==> src/rtl/fq_pkg.sv <==
// Fetch queue shared definitions
// Queue geometry, the fetch entry layout and the
// state and redirect bundles between FIFO and checkpoint

`default_nettype none

package fq_pkg;

  // ====================
  // Queue geometry
  // ====================
  localparam int unsigned FQ_DEPTH  = 8;
  localparam int unsigned FQ_ADDR_W = $clog2(FQ_DEPTH);
  // One extra bit so the count can reach a full queue
  localparam int unsigned FQ_CNT_W  = $clog2(FQ_DEPTH) + 1;

  // ====================
  // Bundles
  // ====================
  // One fetched instruction with its address
  typedef struct packed {
    logic [31:0] pc;
    logic [31:0] instr;
  } fq_entry_t;

  // FIFO status seen by the checkpoint block
  typedef struct packed {
    logic [FQ_CNT_W-1:0] cnt;
    logic                pop_fire;
  } fq_state_t;

  // Pointer override from the checkpoint block
  typedef struct packed {
    logic                valid;
    logic [FQ_CNT_W-1:0] kept;
  } fq_redirect_t;

endpackage

`default_nettype wire
==> src/rtl/fq_top.sv <==
// Instruction fetch queue top
// Fetch pushes entries, decode pops the oldest,
// and the checkpoint block rewinds the queue on a mispredict

`timescale 1ns/1ps
`default_nettype none

module fq_top (
  input  logic                        clk,
  input  logic                        s_rst_n,

  // Fetch side
  input  logic                        push_i,
  input  fq_pkg::fq_entry_t           push_data_i,

  // Decode side
  input  logic                        pop_i,
  output fq_pkg::fq_entry_t           head_data_o,
  output logic                        empty_o,
  output logic                        full_o,
  output logic [fq_pkg::FQ_CNT_W-1:0] cnt_o,

  // Branch control
  input  logic                        save_i,
  input  logic                        restore_i,
  input  logic                        flush_i,
  output logic                        ckpt_valid_o
);

  // ====================
  // Internal links
  // ====================
  // FIFO count and pops toward the checkpoint
  fq_pkg::fq_state_t    fifo_state;
  // Rewind request back into the FIFO
  fq_pkg::fq_redirect_t redirect;

  // ====================
  // Queue
  // ====================
  fq_sync_fifo #(
    .DEPTH (fq_pkg::FQ_DEPTH),
    .WIDTH ($bits(fq_pkg::fq_entry_t))
  ) i_fifo (
    .clk         (clk),
    .s_rst_n     (s_rst_n),
    .push_i      (push_i),
    .push_data_i (push_data_i),
    .pop_i       (pop_i),
    .redirect_i  (redirect),
    .head_data_o (head_data_o),
    .empty_o     (empty_o),
    .full_o      (full_o),
    .cnt_o       (cnt_o),
    .state_o     (fifo_state)
  );

  // ====================
  // Checkpoint
  // ====================
  fq_checkpoint_regs i_ckpt (
    .clk          (clk),
    .s_rst_n      (s_rst_n),
    .save_i       (save_i),
    .restore_i    (restore_i),
    .flush_i      (flush_i),
    .state_i      (fifo_state),
    .redirect_o   (redirect),
    .ckpt_valid_o (ckpt_valid_o)
  );

endmodule

`default_nettype wire

==> src/rtl/fq_checkpoint_regs.sv <==
// Fetch queue checkpoint
// Records how many entries are older than a branch, counts them
// down as they retire, and rewinds or empties the FIFO on demand

`timescale 1ns/1ps
`default_nettype none

module fq_checkpoint_regs (
  input  logic                 clk,
  input  logic                 s_rst_n,
  input  logic                 save_i,
  input  logic                 restore_i,
  input  logic                 flush_i,
  input  fq_pkg::fq_state_t    state_i,
  output fq_pkg::fq_redirect_t redirect_o,
  output logic                 ckpt_valid_o
);

  // ====================
  // Checkpoint state
  // ====================
  logic                        ckpt_valid_q;
  logic [fq_pkg::FQ_CNT_W-1:0] kept_q;

  // Older entries at save time
  logic [fq_pkg::FQ_CNT_W-1:0] save_cnt;
  // Restore only counts with a live checkpoint
  logic                        restore_ok;

  // A pop in the save cycle already retires one older entry
  assign save_cnt   = state_i.cnt - fq_pkg::FQ_CNT_W'(state_i.pop_fire);
  assign restore_ok = restore_i && ckpt_valid_q;

  assign ckpt_valid_o = ckpt_valid_q;

  // ====================
  // Redirect
  // ====================
  // Flush beats restore
  always_comb begin
    redirect_o.valid = 1'b0;
    redirect_o.kept  = '0;
    if (flush_i) begin
      redirect_o.valid = 1'b1;
      redirect_o.kept  = '0;
    end else if (restore_ok) begin
      redirect_o.valid = 1'b1;
      redirect_o.kept  = kept_q;
    end
  end

  // ====================
  // Update
  // ====================
  // Priority is flush, restore, save, then pop countdown
  always_ff @(posedge clk or negedge s_rst_n) begin
    if (!s_rst_n) begin
      ckpt_valid_q <= 1'b0;
      kept_q       <= '0;
    end else if (flush_i) begin
      ckpt_valid_q <= 1'b0;
      kept_q       <= '0;
    end else if (restore_ok) begin
      // Consumed on restore
      ckpt_valid_q <= 1'b0;
      kept_q       <= '0;
    end else if (save_i) begin
      ckpt_valid_q <= 1'b1;
      kept_q       <= save_cnt;
    end else if (ckpt_valid_q && state_i.pop_fire) begin
      // Saturate once every older entry is gone
      if (kept_q != '0) begin
        kept_q <= kept_q - 1'b1;
      end
    end
  end

endmodule

`default_nettype wire

==> src/rtl/fq_sync_fifo.sv <==
// Synchronous FIFO with redirectable pointers
// Circular buffer of head, tail and count around the entry RAM.
// A redirect rewinds the tail to head plus kept and overrides push and pop

`timescale 1ns/1ps
`default_nettype none

module fq_sync_fifo #(
  parameter int unsigned DEPTH = 8,
  parameter int unsigned WIDTH = 64
) (
  input  logic                          clk,
  input  logic                          s_rst_n,
  input  logic                          push_i,
  input  logic [WIDTH-1:0]              push_data_i,
  input  logic                          pop_i,
  input  fq_pkg::fq_redirect_t          redirect_i,
  output logic [WIDTH-1:0]              head_data_o,
  output logic                          empty_o,
  output logic                          full_o,
  output logic [$clog2(DEPTH+1)-1:0]    cnt_o,
  output fq_pkg::fq_state_t             state_o
);

  localparam int unsigned ADDR_W = (DEPTH > 1) ? $clog2(DEPTH) : 1;
  localparam int unsigned CNT_W  = $clog2(DEPTH+1);

  // ====================
  // State
  // ====================
  logic [ADDR_W-1:0] head_q;
  logic [ADDR_W-1:0] head_d;
  logic [ADDR_W-1:0] tail_q;
  logic [ADDR_W-1:0] tail_d;
  logic [CNT_W-1:0]  cnt_q;
  logic [CNT_W-1:0]  cnt_d;

  // Accepted strobes
  logic              push_fire;
  logic              pop_fire;

  // Redirect target
  logic [CNT_W-1:0]  redir_kept;
  logic [CNT_W-1:0]  redir_sum;
  logic [ADDR_W-1:0] redir_tail;

  // Advance a pointer, wrapping at the last slot
  function automatic logic [ADDR_W-1:0] ptr_inc(input logic [ADDR_W-1:0] ptr);
    if (ptr == ADDR_W'(DEPTH - 1)) begin
      return '0;
    end
    return ptr + 1'b1;
  endfunction

  // ====================
  // Status
  // ====================
  assign empty_o = (cnt_q == '0);
  assign full_o  = (cnt_q == CNT_W'(DEPTH));
  assign cnt_o   = cnt_q;

  // Strobes are dropped in a redirect cycle
  assign push_fire = push_i && !full_o && !redirect_i.valid;
  assign pop_fire  = pop_i && !empty_o && !redirect_i.valid;

  // Count and accepted pops for the checkpoint block
  assign state_o.cnt      = fq_pkg::FQ_CNT_W'(cnt_q);
  assign state_o.pop_fire = pop_fire;

  // ====================
  // Redirect target
  // ====================
  // head < DEPTH and kept <= DEPTH, so one subtraction wraps the sum
  assign redir_kept = CNT_W'(redirect_i.kept);
  assign redir_sum  = CNT_W'(head_q) + redir_kept;
  assign redir_tail = (redir_sum >= CNT_W'(DEPTH)) ? ADDR_W'(redir_sum - CNT_W'(DEPTH))
                                                   : ADDR_W'(redir_sum);

  // ====================
  // Next state
  // ====================
  always_comb begin
    head_d = head_q;
    tail_d = tail_q;
    cnt_d  = cnt_q;

    if (push_fire) begin
      tail_d = ptr_inc(tail_q);
    end
    if (pop_fire) begin
      head_d = ptr_inc(head_q);
    end

    // Push and pop together leave the count alone
    case ({push_fire, pop_fire})
      2'b10:   cnt_d = cnt_q + 1'b1;
      2'b01:   cnt_d = cnt_q - 1'b1;
      default: cnt_d = cnt_q;
    endcase

    // Head stays, younger entries are dropped
    if (redirect_i.valid) begin
      tail_d = redir_tail;
      cnt_d  = redir_kept;
    end
  end

  always_ff @(posedge clk or negedge s_rst_n) begin
    if (!s_rst_n) begin
      head_q <= '0;
      tail_q <= '0;
      cnt_q  <= '0;
    end else begin
      head_q <= head_d;
      tail_q <= tail_d;
      cnt_q  <= cnt_d;
    end
  end

  // ====================
  // Entry memory
  // ====================
  fq_sdp_ram #(
    .DEPTH (DEPTH),
    .WIDTH (WIDTH)
  ) i_ram (
    .clk     (clk),
    .we_i    (push_fire),
    .waddr_i (tail_q),
    .wdata_i (push_data_i),
    .raddr_i (head_q),
    .rdata_o (head_data_o)
  );

endmodule

`default_nettype wire

==> src/rtl/fq_sdp_ram.sv <==
// Fetch queue entry memory
// One synchronous write port and one asynchronous read port,
// so the entry at the read address is always on rdata_o

`timescale 1ns/1ps
`default_nettype none

module fq_sdp_ram #(
  parameter int unsigned DEPTH = 8,
  parameter int unsigned WIDTH = 64
) (
  input  logic                                         clk,
  input  logic                                         we_i,
  input  logic [((DEPTH > 1) ? $clog2(DEPTH) : 1)-1:0] waddr_i,
  input  logic [WIDTH-1:0]                             wdata_i,
  input  logic [((DEPTH > 1) ? $clog2(DEPTH) : 1)-1:0] raddr_i,
  output logic [WIDTH-1:0]                             rdata_o
);

  // ====================
  // Storage
  // ====================
  // Contents only meaningful under the FIFO count
  logic [WIDTH-1:0] mem [DEPTH];

  // Write on the rising edge
  always_ff @(posedge clk) begin
    if (we_i) begin
      mem[waddr_i] <= wdata_i;
    end
  end

  // ====================
  // Read
  // ====================
  // Combinational, head entry visible without a pop
  assign rdata_o = mem[raddr_i];

endmodule

`default_nettype wire

==> config.mk <==
export PLATFORM = sky130hd
export DESIGN_NAME = fq_top
export DESIGN_NICKNAME = d
export VERILOG_FILES = /design/src/rtl/fq_pkg.sv /design/src/rtl/fq_top.sv /design/src/rtl/fq_checkpoint_regs.sv /design/src/rtl/fq_sync_fifo.sv /design/src/rtl/fq_sdp_ram.sv
export SDC_FILE = /design/constraint.sdc
export NUM_CORES = 1
export LEC_CHECK = 0
export ABC_CLOCK_PERIOD_IN_PS = 13000
export CAP_MARGIN = 10
export CORE_ASPECT_RATIO = 1.25
export CORE_MARGIN = 8
export CORE_UTILIZATION = 52
export CTS_BUF_LIST = sky130_fd_sc_hd__clkbuf_8
export DETAILED_ROUTE_END_ITERATION = 8
export DONT_BUFFER_PORTS = 1
export GPL_TIMING_DRIVEN = 0
export PLACE_DENSITY = 0.67
export SYNTH_ARGS = -nofsm -noshare
export SYNTH_HDL_FRONTEND = slang
export SYNTH_HIERARCHICAL = 1
export SYNTH_SLANG_ARGS = --single-unit
==> constraint.sdc <==
create_clock -name clk -period 13 [get_ports clk]
set_clock_uncertainty 0.05 [all_clocks]
set_input_delay 1.3 -clock clk [delete_from_list [all_inputs] [get_ports clk]]
set_output_delay 1.3 -clock clk [all_outputs]
set_load 0.02 [all_outputs]
==> flow_metrics.py, run 1 <==
metrics = {
    "cts": {
        "cts_tree": "yes",
        "clkSlewWorstSetupHoldPaths_ns": 0.06,
        "cts_buffer_depth": 3,
        "clockRootBuffer": "clkbuf_8",
        "ctsResizeCount": 0,
        "clock-sinks": 527,
        "numCtsBuffers": 78,
        "cts_setup_buffers": 0,
        "cts_max_level": 3,
        "clock_latency_ns": 0.62,
        "cts_hold_buffers": 0,
    },
    "synthesis": {
        "synth.distinct_cells": 44,
        "syn-num-nets": 968,
        "synth.avg_cell_area_sq_um": 23.1,
        "ys.warnings.count": 6,
        "synth_top_area_share_pct": 75.1,
        "yosys_register_bits": 527,
        "syn_inst": 885,
        "synth_top_area_cell": "edfxtp_1",
        "netlist_top_cells_area": "edfxtp_1 75%, mux4_2 14%, mux2_2 3.5%",
        "yosysSeqAreaShare_pct": 77.0,
        "syn_area_sq_um": 20500,
    },
    "placed_design": {
        "gp_congestion": 0.760,
        "dp_hpwl_um": 25700,
        "dp_cells": 1414,
        "portBuffers": 0,
    },
    "routing": {
        "antenna_violating_nets_post_route": 0,
        "wirelength_um": 40000,
        "drt_iter0_markers": 602,
        "viasPerCell": 5.84,
        "wl_per_cell_um": 25.8,
        "drc_errors": 0,
        "vias": 9062,
        "dr.pass1.iters": 4,
    },
    "worst_setup_path": {
        "arrival_ns": 2.84,
        "path_buf_inv": 2,
        "cpMaxStageDelayCell": "buf_1",
        "crit_path_cell_trace": "buf_2, buf_1, mux4_2, mux2_2",
        "crit_family": "buffers and inverters",
        "worstSetupStartpointType": "flip-flop",
        "critPathMaxStageDelay_ns": 0.64,
        "crit_required_ns": 11.65,
        "path_class": "flip-flop to output pin",
        "end_kind": "output pin",
        "cp_max_fo": 10,
    },
    "sta": {
        "timing.fmax_ghz": 0.239,
        "hold_viol_final": 0,
        "drv_slew": 0,
        "grt_setup_unrepaired": "false",
        "max-slew-margin-rel_pct": 34.4,
        "whs_ns": 0.320,
        "period_needed_ns": 4.19,
        "fin_setup_tns_ns": 0,
        "timing.final.crit_share_pct": 32.2,
        "setup_viol": 0,
        "tightest_slew_ns": 0.979,
    },
    "power_and_ir_drop": {
        "powerDensity_nw_per_um2": 196,
        "ir_worst_vdd_v": 0.000115,
        "leakage_uw": 0.00735,
    },
    "final_layout": {
        "layout-drive-gt1-share_pct": 33.9,
        "stdcell_count": 1553,
        "layout.nets": 1079,
        "syn2layout_area_growth_pct": 12.7,
    },
    "floorplanning": {
        "coreArea_sq_um": 39000,
        "row_count": 81,
        "die_w_um": 193,
        "start_util_pct": 52.4,
        "io_pins": 142,
        "die-height_um": 238,
        "die-area_sq_um": 46000,
    },
    "global_routing": {
        "antenna_found_initial": 1,
        "grt_pass1_vias": 9802,
        "grt.total_usage_pct": 17.6,
        "grt_max_degree": 26,
        "grt_overflow_total": 0,
        "grt_pass1_wl_um": 60400,
    },
    "job": {
        "maxCapViolCount": 0,
    },
    "status": {
        "status": "completed",
    },
    "hold_path": {
        "hp-class": "input pin to asynchronous set/reset pin",
    },
}
## stage by stage
| stage | setup slack (ns) | total power [uW] | area, sq um | utilization, % |
|---|---|---|---|---|
| 2_1_floorplan | 5.94 | 3080 | 20500 | - |
| 3_3_place_gp | 1.10 | 3380 | 21100 | 54.0 |
| 3_5_place_dp | 8.71 | 3400 | 21700 | 55.5 |
| 4_1_cts | 8.68 | 4600 | 23000 | 59.1 |
| 5_1_grt | 8.65 | 4720 | 23100 | 59.1 |
| 6_report | 8.81 | 4520 | 23100 | 59.1 |
## per-layer routing
metal  wire [um]  vias up  GRT usage, %  part of all wire, %
li1            -     3935             -                    -
met1       15600     4844          20.3                   39
met2       20800      235          30.4                   52
met3        2760       48          5.45                  6.9
met4         847        0          7.03                  2.1
met5           0        -             0                    0
## cell type report
class / instances / area, sq um
well taps: 498 / 623
multi-input cells: 299 / 4410
inverters: 15 / 61.3
clock buffers: 82 / 1130
diodes: 1 / 2.50
plain buffers: 44 / 290
fillers: 2749 / 16000
flip-flops and latches: 527 / 15800
repair buffers: 31 / 523
clock inverters: 56 / 259
## worst register-to-register path: cells and delay by family (launching register included)
| family | cells | cell delay [ns] |
|---|---|---|
| AND/OR/NAND/NOR | 5 | 1.65 |
| buffers and inverters | 4 | 0.96 |
| flip-flops | 1 | 0.51 |
## worst paths after layout
kind	start	endpoint	slack [ns]	cells past startpoint
max	i_fifo/head_q[2]$_DFFE_PN0P_	head_data_o[1]	8.81	4
min	s_rst_n	i_fifo/head_q[0]$_DFFE_PN0P_	0.32	0
max reg2reg	i_ckpt/ckpt_valid_o$_DFFE_PN0P_	i_fifo/i_ram/mem[4][34]$_DFFE_PP_	9.52	9
min reg2reg	i_ckpt/kept_q[0]$_DFFE_PN0P_	i_ckpt/kept_q[0]$_DFFE_PN0P_	0.53	2
max in group asynchronous	s_rst_n	i_fifo/tail_q[1]$_DFFE_PN0P_	12.50	0
min in group clk	i_ckpt/kept_q[0]$_DFFE_PN0P_	i_ckpt/kept_q[0]$_DFFE_PN0P_	0.53	2
## flip-flops by register name, summed over array words and instances (netlist names)
name and cells:
i_fifo/i_ram/mem 512, i_ckpt/kept_q 4, i_fifo/cnt_o 4, i_fifo/head_q 3, i_fifo/tail_q 3, i_ckpt/ckpt_valid_o 1
## power breakdown
part	total [uW]	switching (uW)	internal [uW]
Clock	1200	594	603
Sequential	2000	35.6	1960
Combinational	1330	743	585
Total	4520	1370	3150
## synth_stat cells (all sizes together)
cell type	instances
a211oi	4
a21o	2
a21oi	7
a221o	1
a221oi	1
a311oi	1
and2	2
and3	1
buf	33
clkbuf	11
dfrtp	15
edfxtp	512
fa	2
ha	10
inv	15
mux2	64
mux4	128
nand2	17
nand2b	6
nand3	4
nand3b	1
nor2	13
nor2b	2
nor3	8
nor3b	1
nor4	2
nor4b	1
o211a	1
o21ai	5
o221ai	1
o22ai	2
or2	1
or3	1
or3b	1
xnor2	7
xor2	2
## cells by family after synthesis
logic type                 share of synthesized area (%)
buffers and inverters                               1.72
adders and majority gates                          0.807
DFF                                                 77.0
muxes                                               17.6
AOI/OAI and AO/OA                                  0.832
xor gates and xnor gates                           0.477
and+or+nand+nor                                     1.57
## cell usage in the layout, fill, tap and decap left out, types with 5 or more instances in the layout
cell,Yosys,layout
nand2_1,17,17
nor2_4,0,6
mux2_2,64,64
nand2b_1,6,6
dfrtp_1,15,15
ha_1,10,10
clkinv_2,0,8
buf_12,0,12
buf_4,8,8
mux4_2,128,128
clkbuf_1,11,11
edfxtp_1,512,512
o21ai_1,5,5
buf_1,9,9
clkinv_1,0,15
xnor2_1,6,6
inv_1,13,42
buf_6,12,26
a21oi_1,7,7
nor2_1,13,7
clkbuf_8,0,82
Note: power is estimated with default switching activity, not from simulation.
==> run 2, diff against run 1 <==
--- a/config.mk
+++ b/config.mk
@@ -5,7 +5,7 @@
 export SDC_FILE = /design/constraint.sdc
 export NUM_CORES = 1
 export LEC_CHECK = 0
-export ABC_CLOCK_PERIOD_IN_PS = 13000
+export ABC_CLOCK_PERIOD_IN_PS = 4000
 export CAP_MARGIN = 10
 export CORE_ASPECT_RATIO = 1.25
 export CORE_MARGIN = 8
==> constraint.sdc (replaced) <==
create_clock -name clk -period 4 [get_ports clk]
set_clock_uncertainty 0.05 [all_clocks]
set_input_delay 0.4 -clock clk [delete_from_list [all_inputs] [get_ports clk]]
set_output_delay 0.4 -clock clk [all_outputs]
set_load 0.02 [all_outputs]
==> run 2 against run 1 <==
Against the previous run: core utilization grew 1.9 points; die area is the same; register-to-register slack lost 8.9 ns; via count grew 3.4%; hold slack lost 0.23 ns; first-iteration DRC count shrank 14%; clock power grew to 3.3 times the previous value; sequential cell count is the same; non-clock buffer count grew 62; largest power group unchanged; count of clock-buffer cells in the layout grew 1; largest cell class unchanged.
==> flow_metrics.py, run 2 (synthesis results as in run 1) <==
metrics = {
    "hold_path": {
        "hp-class": "input pin to flip-flop",
        "min_delay_worst_endpoint": "i_fifo/cnt_o[2]$_DFFE_PN0P_",
        "min-delay-start": "flush_i",
        "holdPathStages": 4,
    },
    "placed_design": {
        "dp_hpwl_um": 25800,
        "portBuffers": 0,
        "gp_congestion": 0.764,
        "dpl_cell_area_sq_um": 21700,
    },
    "global_routing": {
        "grt_max_degree": 26,
        "grt_pass1_vias": 10100,
        "use_met1_pct": 21.8,
        "grt_pass1_wl_um": 61300,
        "grt_use_met3_pct": 4.56,
        "antenna_found_initial": 4,
        "grt.total_usage_pct": 17.8,
        "met2_usage_pct": 30.2,
        "grt-busiest-layer": "met2",
        "grt_overflow_total": 0,
    },
    "worst_setup_path": {
        "r2r-start": "i_ckpt/ckpt_valid_o$_DFFE_PN0P_",
        "crit_required_ns": 4.28,
        "r2r_cells": 9,
        "r2r_end": "i_fifo/i_ram/mem[4][17]$_DFFE_PP_",
        "r2r_slack_ns": 0.62,
        "path_class": "flip-flop to flip-flop",
        "end_kind": "flip-flop",
        "worstSetupStartpointType": "flip-flop",
        "arrival_ns": 3.66,
        "cp_max_fo": 14,
    },
    "final_layout": {
        "layout.nets": 1145,
        "design_area_sq_um": 23800,
        "largest_reg_flops": 512,
        "final_cell_mix": "512 x edfxtp_1, 128 x mux4_2, 83 x clkbuf_8",
        "top_register": "i_fifo/i_ram/mem",
        "syn2layout_area_growth_pct": 16.4,
        "fillers": 2669,
        "final_common_cell": "edfxtp_1",
        "layout-drive-gt1-share_pct": 32.0,
    },
    "power_and_ir_drop": {
        "power.net_switching_uw": 4600,
        "p_int_uw": 10300,
        "powerDensity_nw_per_um2": 625,
        "pwr-share-clk_pct": 26.5,
        "switching_share_pct": 30.9,
        "leakage_uw": 0.00767,
        "ir_worst_vdd_v": 0.000374,
        "p_seq_share_pct": 43.7,
        "comb_power_share_pct": 29.8,
    },
    "routing": {
        "vias": 9370,
        "antenna_violating_nets_post_route": 0,
        "dr.pass1.iters": 7,
        "wl_per_cell_um": 25.0,
        "wirelength_um": 40500,
        "drt_iter0_markers": 517,
        "viasPerCell": 5.77,
        "drc_errors": 0,
    },
    "cts": {
        "cts_buffer_depth": 3,
        "cts_setup_buffers": 0,
        "clock_latency_ns": 0.65,
        "cts_tree": "yes",
        "cts_hold_buffers": 66,
        "cts_max_level": 3,
        "numCtsBuffers": 82,
        "clock-sinks": 527,
        "clkSlewWorstSetupHoldPaths_ns": 0.07,
        "ctsResizeCount": 0,
        "clockRootBuffer": "clkbuf_8",
    },
    "floorplanning": {
        "die_w_um": 193,
        "coreArea_sq_um": 39000,
        "row_count": 81,
        "io_pins": 142,
        "die-height_um": 238,
        "start_util_pct": 52.4,
        "die-area_sq_um": 46000,
    },
    "sta": {
        "tightest_slew_ns": 0.902,
        "setup_viol": 0,
        "grt_setup_unrepaired": "false",
        "whs_ns": 0.0907,
        "drv_slew": 0,
        "timing.final.crit_share_pct": 84.4,
        "timing.fmax_ghz": 0.296,
        "hold_viol_final": 0,
        "max-slew-margin-rel_pct": 39.7,
        "period_needed_ns": 3.38,
    },
    "status": {
        "status": "completed",
    },
    "job": {
        "maxCapViolCount": 0,
    },
}
run 2: area by class of cell:
type / instances / area, sq um / area share (%)
multi-input combinational: 299 / 4430 / 18.6
clock buffer: 83 / 1140 / 4.80
clock inverter: 61 / 285 / 1.20
buffer: 44 / 290 / 1.22
inverter: 15 / 61.3 / 0.257
tap: 498 / 623 / 2.62
sequential: 527 / 15800 / 66.1
timing repair buffer: 93 / 1230 / 5.15
antenna: 3 / 7.51 / 0.0315
run 2: power groups by stage:
stage | sequential (uW) | clock, uW | combinational (uW)
after floorplan | 6600 | 0 | 3390
after global placement | 6660 | 0 | 4310
after detailed placement | 6620 | 0 | 4450
after CTS | 6500 | 4080 | 4580
after global routing | 6520 | 4310 | 4740
final | 6500 | 3950 | 4430
run 2: worst max path at each step:
stage / from / end / slack [ns]
final: i_ckpt/ckpt_valid_o$_DFFE_PN0P_ / i_fifo/i_ram/mem[4][17]$_DFFE_PP_ / 0.62
after global routing: i_ckpt/ckpt_valid_o$_DFFE_PN0P_ / i_fifo/i_ram/mem[4][17]$_DFFE_PP_ / 0.42
after CTS: i_ckpt/ckpt_valid_o$_DFFE_PN0P_ / i_fifo/i_ram/mem[4][17]$_DFFE_PP_ / 0.60
after detailed placement: i_ckpt/ckpt_valid_o$_DFFE_PN0P_ / i_fifo/i_ram/mem[4][29]$_DFFE_PP_ / 0.61
after global placement: i_ckpt/ckpt_valid_o$_DFFE_PN0P_ / i_fifo/i_ram/mem[6][30]$_DFFE_PP_ / -3.64
after floorplan: i_ckpt/ckpt_valid_o$_DFFE_PN0P_ / i_fifo/i_ram/mem[1][0]$_DFFE_PP_ / -0.57
run 2: through the flow:
step / std cells / total power [uW] / utilization [%] / setup TNS (ns) / worst slack (ns)
finish: 1623 / 14900 / 61.0 / 0 / 0.624
global route: 1623 / 15600 / 61.0 / 0 / 0.415
CTS: 1620 / 15200 / 61.0 / 0 / 0.601
detailed placement: 1410 / 11100 / 55.7 / 0 / 0.610
global placement: 1383 / 11000 / 54.1 / -1780.53 / -3.64
floorplan: 885 / 10000 / - / -256.39 / -0.566
run 2: worst max-delay path: stages, from the launching register on:
cell	delay (ns)
dfrtp_1	0.51
nand2_1	0.20
nand2b_1	0.26
clkbuf_1	0.32
nor2_1	0.20
nand2_1	0.25
nor3_4	0.70
buf_16	0.24
buf_8	0.16
buf_16	0.17
run 2: layer usage:
metal / up-vias / share of wire [%]
met2: 259 / 52
li1: 4088 / -
met4: 2 / 2.2
met1: 4963 / 41
met3: 58 / 5.6
met5: - / 0.032
